File: src/source/lq_oldest_select.sv
`timescale 1ns/10ps
`default_nettype none

module lq_oldest_select #(
    parameter int LQ_ENTRIES = 32
) (
    input  logic [LQ_ENTRIES-1:0]         ready,
    input  logic [$clog2(LQ_ENTRIES)-1:0] head_idx,
    output logic                          found,
    output logic [$clog2(LQ_ENTRIES)-1:0] sel_idx
);

    localparam int IDX_W = $clog2(LQ_ENTRIES);

    // ==================================================
    // Oldest-first search around the ring
    // ==================================================

    // Slot head_idx is the oldest, slot head_idx-1 the youngest
    // Index arithmetic wraps by truncation since the size is a power of two
    always_comb begin
        logic [IDX_W-1:0] scan_idx;

        found   = 1'b0;
        sel_idx = '0;
        for (int i = 0; i < LQ_ENTRIES; i++) begin
            scan_idx = head_idx + IDX_W'(i);
            // First hit in age order wins
            if (!found && ready[scan_idx]) begin
                found   = 1'b1;
                sel_idx = scan_idx;
            end
        end
    end

endmodule

`default_nettype wire

File: config.mk
export PLATFORM = sky130hd
export DESIGN_NAME = lq_oldest_select
export DESIGN_NICKNAME = d
export VERILOG_FILES = /design/src/source/lq_oldest_select.sv
export SDC_FILE = /design/constraint.sdc
export NUM_CORES = 1
export LEC_CHECK = 0
export ABC_AREA = 1
export BUFFER_PORTS_ARGS = -buffer_cell sky130_fd_sc_hd__buf_2
export CAP_MARGIN = 25
export CORE_UTILIZATION = 45
export DETAILED_ROUTE_END_ITERATION = 8
export SLEW_MARGIN = 30
export SYNTH_ARGS = -nofsm -noshare
export SYNTH_HDL_FRONTEND = slang
export SYNTH_SLANG_ARGS = --single-unit
File: constraint.sdc
create_clock -name vclk -period 6.4
set_input_delay 0.32 -clock vclk [all_inputs]
set_output_delay 0.32 -clock vclk [all_outputs]
set_load 0.01 [all_outputs]
# After elaboration in Yosys (flattened, before gate mapping)
# Cells that the tools add are included.
# classes
addsub	31
mux	128
magnitude_cmp	32
n_reduce_logical	62
# op_table
op	count
$lt 5x6->1 const B	32
$bmux 1 s5	32
$mux 5	32
$add 5x5->5 const B	16
$mux 1	64
$add 5x4->5 const B	8
$logic_and 1x1->1	31
$logic_not 1->1	31
$add 5x3->5 const B	4
$add 5x2->5 const B	2
$add 5x1->5 const B	1
# totals
in_bits	37
ff_bits	0
wordCells	253

# Logic depth before layout (Yosys ltp)
# depth
word_depth	96
depth_mapped	35
depth_no_buf	30

# Worst setup path before layout
# OpenSTA, ideal clock, no wires.
# synth_path
path_type	input-to-output
start	input head_idx[1]
end	output sel_idx[0]
path_stages	33
slack_ns	1.632
t_arrival_ns	4.448
cell_sequence	buf_2 -> inv_2 -> buf_2 -> clkbuf_1 -> ha_1 -> buf_2 -> inv_2 -> buf_2 -> nand3_1 -> nand3_1 -> nand3_1 -> nand2_1 -> nand2_1 -> nand2_2 -> nand4_2 -> nor2_4 -> nand4_2 -> nor2_4 -> nand4_4 -> nor2_4 -> nand4_2 -> nor2_4 -> nand4_2 -> nor2_4 -> nand4_4 -> nor2_8 -> nand4_2 -> nor2_4 -> buf_6 -> nand3_2 -> nand2_1 -> nand2_1 -> nand2_1
# synth_between
elab_chain_cells	96
word_cells_on_any_way	220
cone_classes	add/sub: 31; mux: 127; reduce/logical: 62
# synth_rtl
item	line_no	rtl
start: declaration	8	input logic [$clog2(LQ_ENTRIES)-1:0] head_idx,
branches (longest 95 deep; another with $add 5x1->5)	--	
$mux 5 *	29	if (!found && ready[scan_idx]) begin
end: declaration	10	output logic [$clog2(LQ_ENTRIES)-1:0] sel_idx
# Mark *: on every way between the ends. The select of a mux whose other input is x is not followed.

# Worst setup path in the final report
# Ends and elaborated chain as after synthesis.

==> qor.txt <==
Outcome - complete, no violations
Mapped Nets - 859
Class of the worst hold path - in2out
CP max-delay cell - ha_1
Commonest non-fill, non-tap cell in the layout - nand3_1
Vias - 5939
Die area - 9480 µm²
Vias in the first global route - 5250
Final Wtd Congestion - 1.09
Slew Limit Headroom - 0.432
Initial Util - 0.467
Static Leak - 2.17 nW
Post-DP HPWL - 14.7 mm
Die height - 97.4 µm
Clock buffer count - 0
P_int - 0.159 mW
Post-cts hold buffer count - 0
Final nets - 886
Synth Cell Area - 4090 µm²
Largest family of logic cells by synthesized area - simple AND/OR/NAND/NOR gates
CP delay by family, top - simple AND/OR/NAND/NOR gates
CTS resizes - 0
Remaining routing DRC violations - 0
Layout cells sized above 1 - 0.117
CP max stage delay - 0.56 ns
Setup CP Type - in2out
Comb pwr share - 1.000
Largest cells by area after synthesis - nand3_1, nand2_1, nor2_1
Vias/cell - 6.30
Post-synth top area share - 0.286
Switch share - 0.728
Sequential Area - 0 µm²
TritonRoute pass-1 iters - 5
Fmax - 0.172 GHz
Worst Tran Pin Value - 0.849 ns
Synth Area in Compound Gates - 0.0749
Final Max Tran Viols - 0
Commonest non-fill, non-tap cells in the layout - nand3_1, nand2_1, nor2_1
RSZ-0062 raised after global routing - false
Critical Path AT - 5.48 ns
Cell mode on critical path - nor2_4
Sum Neg Setup Slack - 0 ns
Adder-Cell Fraction of Synth Area - 0.0367
Flop pwr share - 0
Antenna diodes - 0
Final worst-path cycle share - 0.907
DR iter-0 viols - 649
Grt ovf - 0
Number of port buffers - 43
Synth-to-Final Area Change - 5.87%
Part of the power in the clock network - 0
Yosys cell types - 37
PwrDens - 135 nW/µm²
Crit-path max FO - 20
Cell Count, Final, Fillers Out - 943
Postcts setup bufs - 0
Synth warnings - 0
Mux cell area share after synthesis - 0
# Max-Cap Violations - 0
Sequential fraction of the synthesis area - 0
IO Pins - 43
Worst EP required - 6.08 ns
Cell accounting for the most synthesized area - nand3_1
Routed len/inst - 19.5 µm
Mapped Cells - 810
Max VDD drop - 0.0000690 V
Chip width - 97.4 µm
Core area - 8760 µm²
Final hold violation count - 0
Crit path buf inv count - 4
First-pass GRT wire length - 28.1 mm
Pin count of the biggest net entering global routing - 39
WHS - 1.30 ns
ANT nets after route - 0
Final setup viols - 0
Final core utilization - 0.494
Final worst path period need - 5.80 ns
Simple-gate share of the synthesized area - 0.721
Initial antenna violation count - 0
Nature of the critical path startpoint - input pin
Critical path capture point type - output port
Synth Area in XOR/XNOR - 0.0440
Sw Pwr - 0.426 mW
Placement row count - 34
Seq Cell Count - 0
Syn Area/Cell - 5.05 µm²
Placed cells - 943
Overall Global Routing Usage - 0.378
Routed WL - 18.4 mm
stage by stage:
step / area, µm² / power (mW) / worst slack (ns)
6_report: 4330 / 0.585 / 0.598
5_1_grt: 4330 / 0.630 / 0.189
3_5_place_dp: 4330 / 0.562 / 0.772
3_3_place_gp: 4330 / 0.561 / 0.896
4_1_cts: 4330 / 0.563 / 0.762
2_1_floorplan: 4090 / 0.393 / 1.63
cell type report:
type / instances / area (µm²)
fill: 984 / 4430
timing repair buffer: 57 / 320
multi-input combinational: 702 / 3590
inverter: 76 / 288
tap: 108 / 135
power groups by stage:
stage | sequential (mW) | clock, mW | combinational (mW)
after global placement | 0 | 0 | 0.561
after floorplan | 0 | 0 | 0.393
after global routing | 0 | 0 | 0.630
after detailed placement | 0 | 0 | 0.562
after CTS | 0 | 0 | 0.563
final | 0 | 0 | 0.585
Yosys cell counts (5+ instances only):
cell type,number
a21oi_1,5
a31oi_1,9
buf_2,15
buf_4,8
ha_1,12
inv_1,64
inv_2,8
nand2_1,203
nand3_1,234
nand3b_1,7
nand4_1,36
nand4_2,5
nor2_1,112
nor2_4,9
o21a_1,5
o21ai_0,19
o21ai_1,5
xor2_1,13
worst paths after layout:
check | start | to | slack [ns] | cells past startpoint
worst max-delay path | head_idx[1] | sel_idx[0] | 0.60 | 29
worst min-delay path | head_idx[0] | sel_idx[0] | 1.30 | 6
metal layers:
layer | wire, µm | share of wire | GRT usage
met5 | 0 | 0 | 0
met4 | 991 | 0.054 | 0.163
met3 | 2210 | 0.12 | 0.0367
met2 | 8080 | 0.44 | 0.624
met1 | 7090 | 0.39 | 0.500
cells by family (layout without fill, tap and decap cells):
group | after synthesis | after routing
compound gates | 50 | 50
xor+xnor | 18 | 18
fa+ha+maj | 12 | 12
buf+inv | 108 | 133
simple gates | 622 | 622
Power figures use the tool's default switching activity.
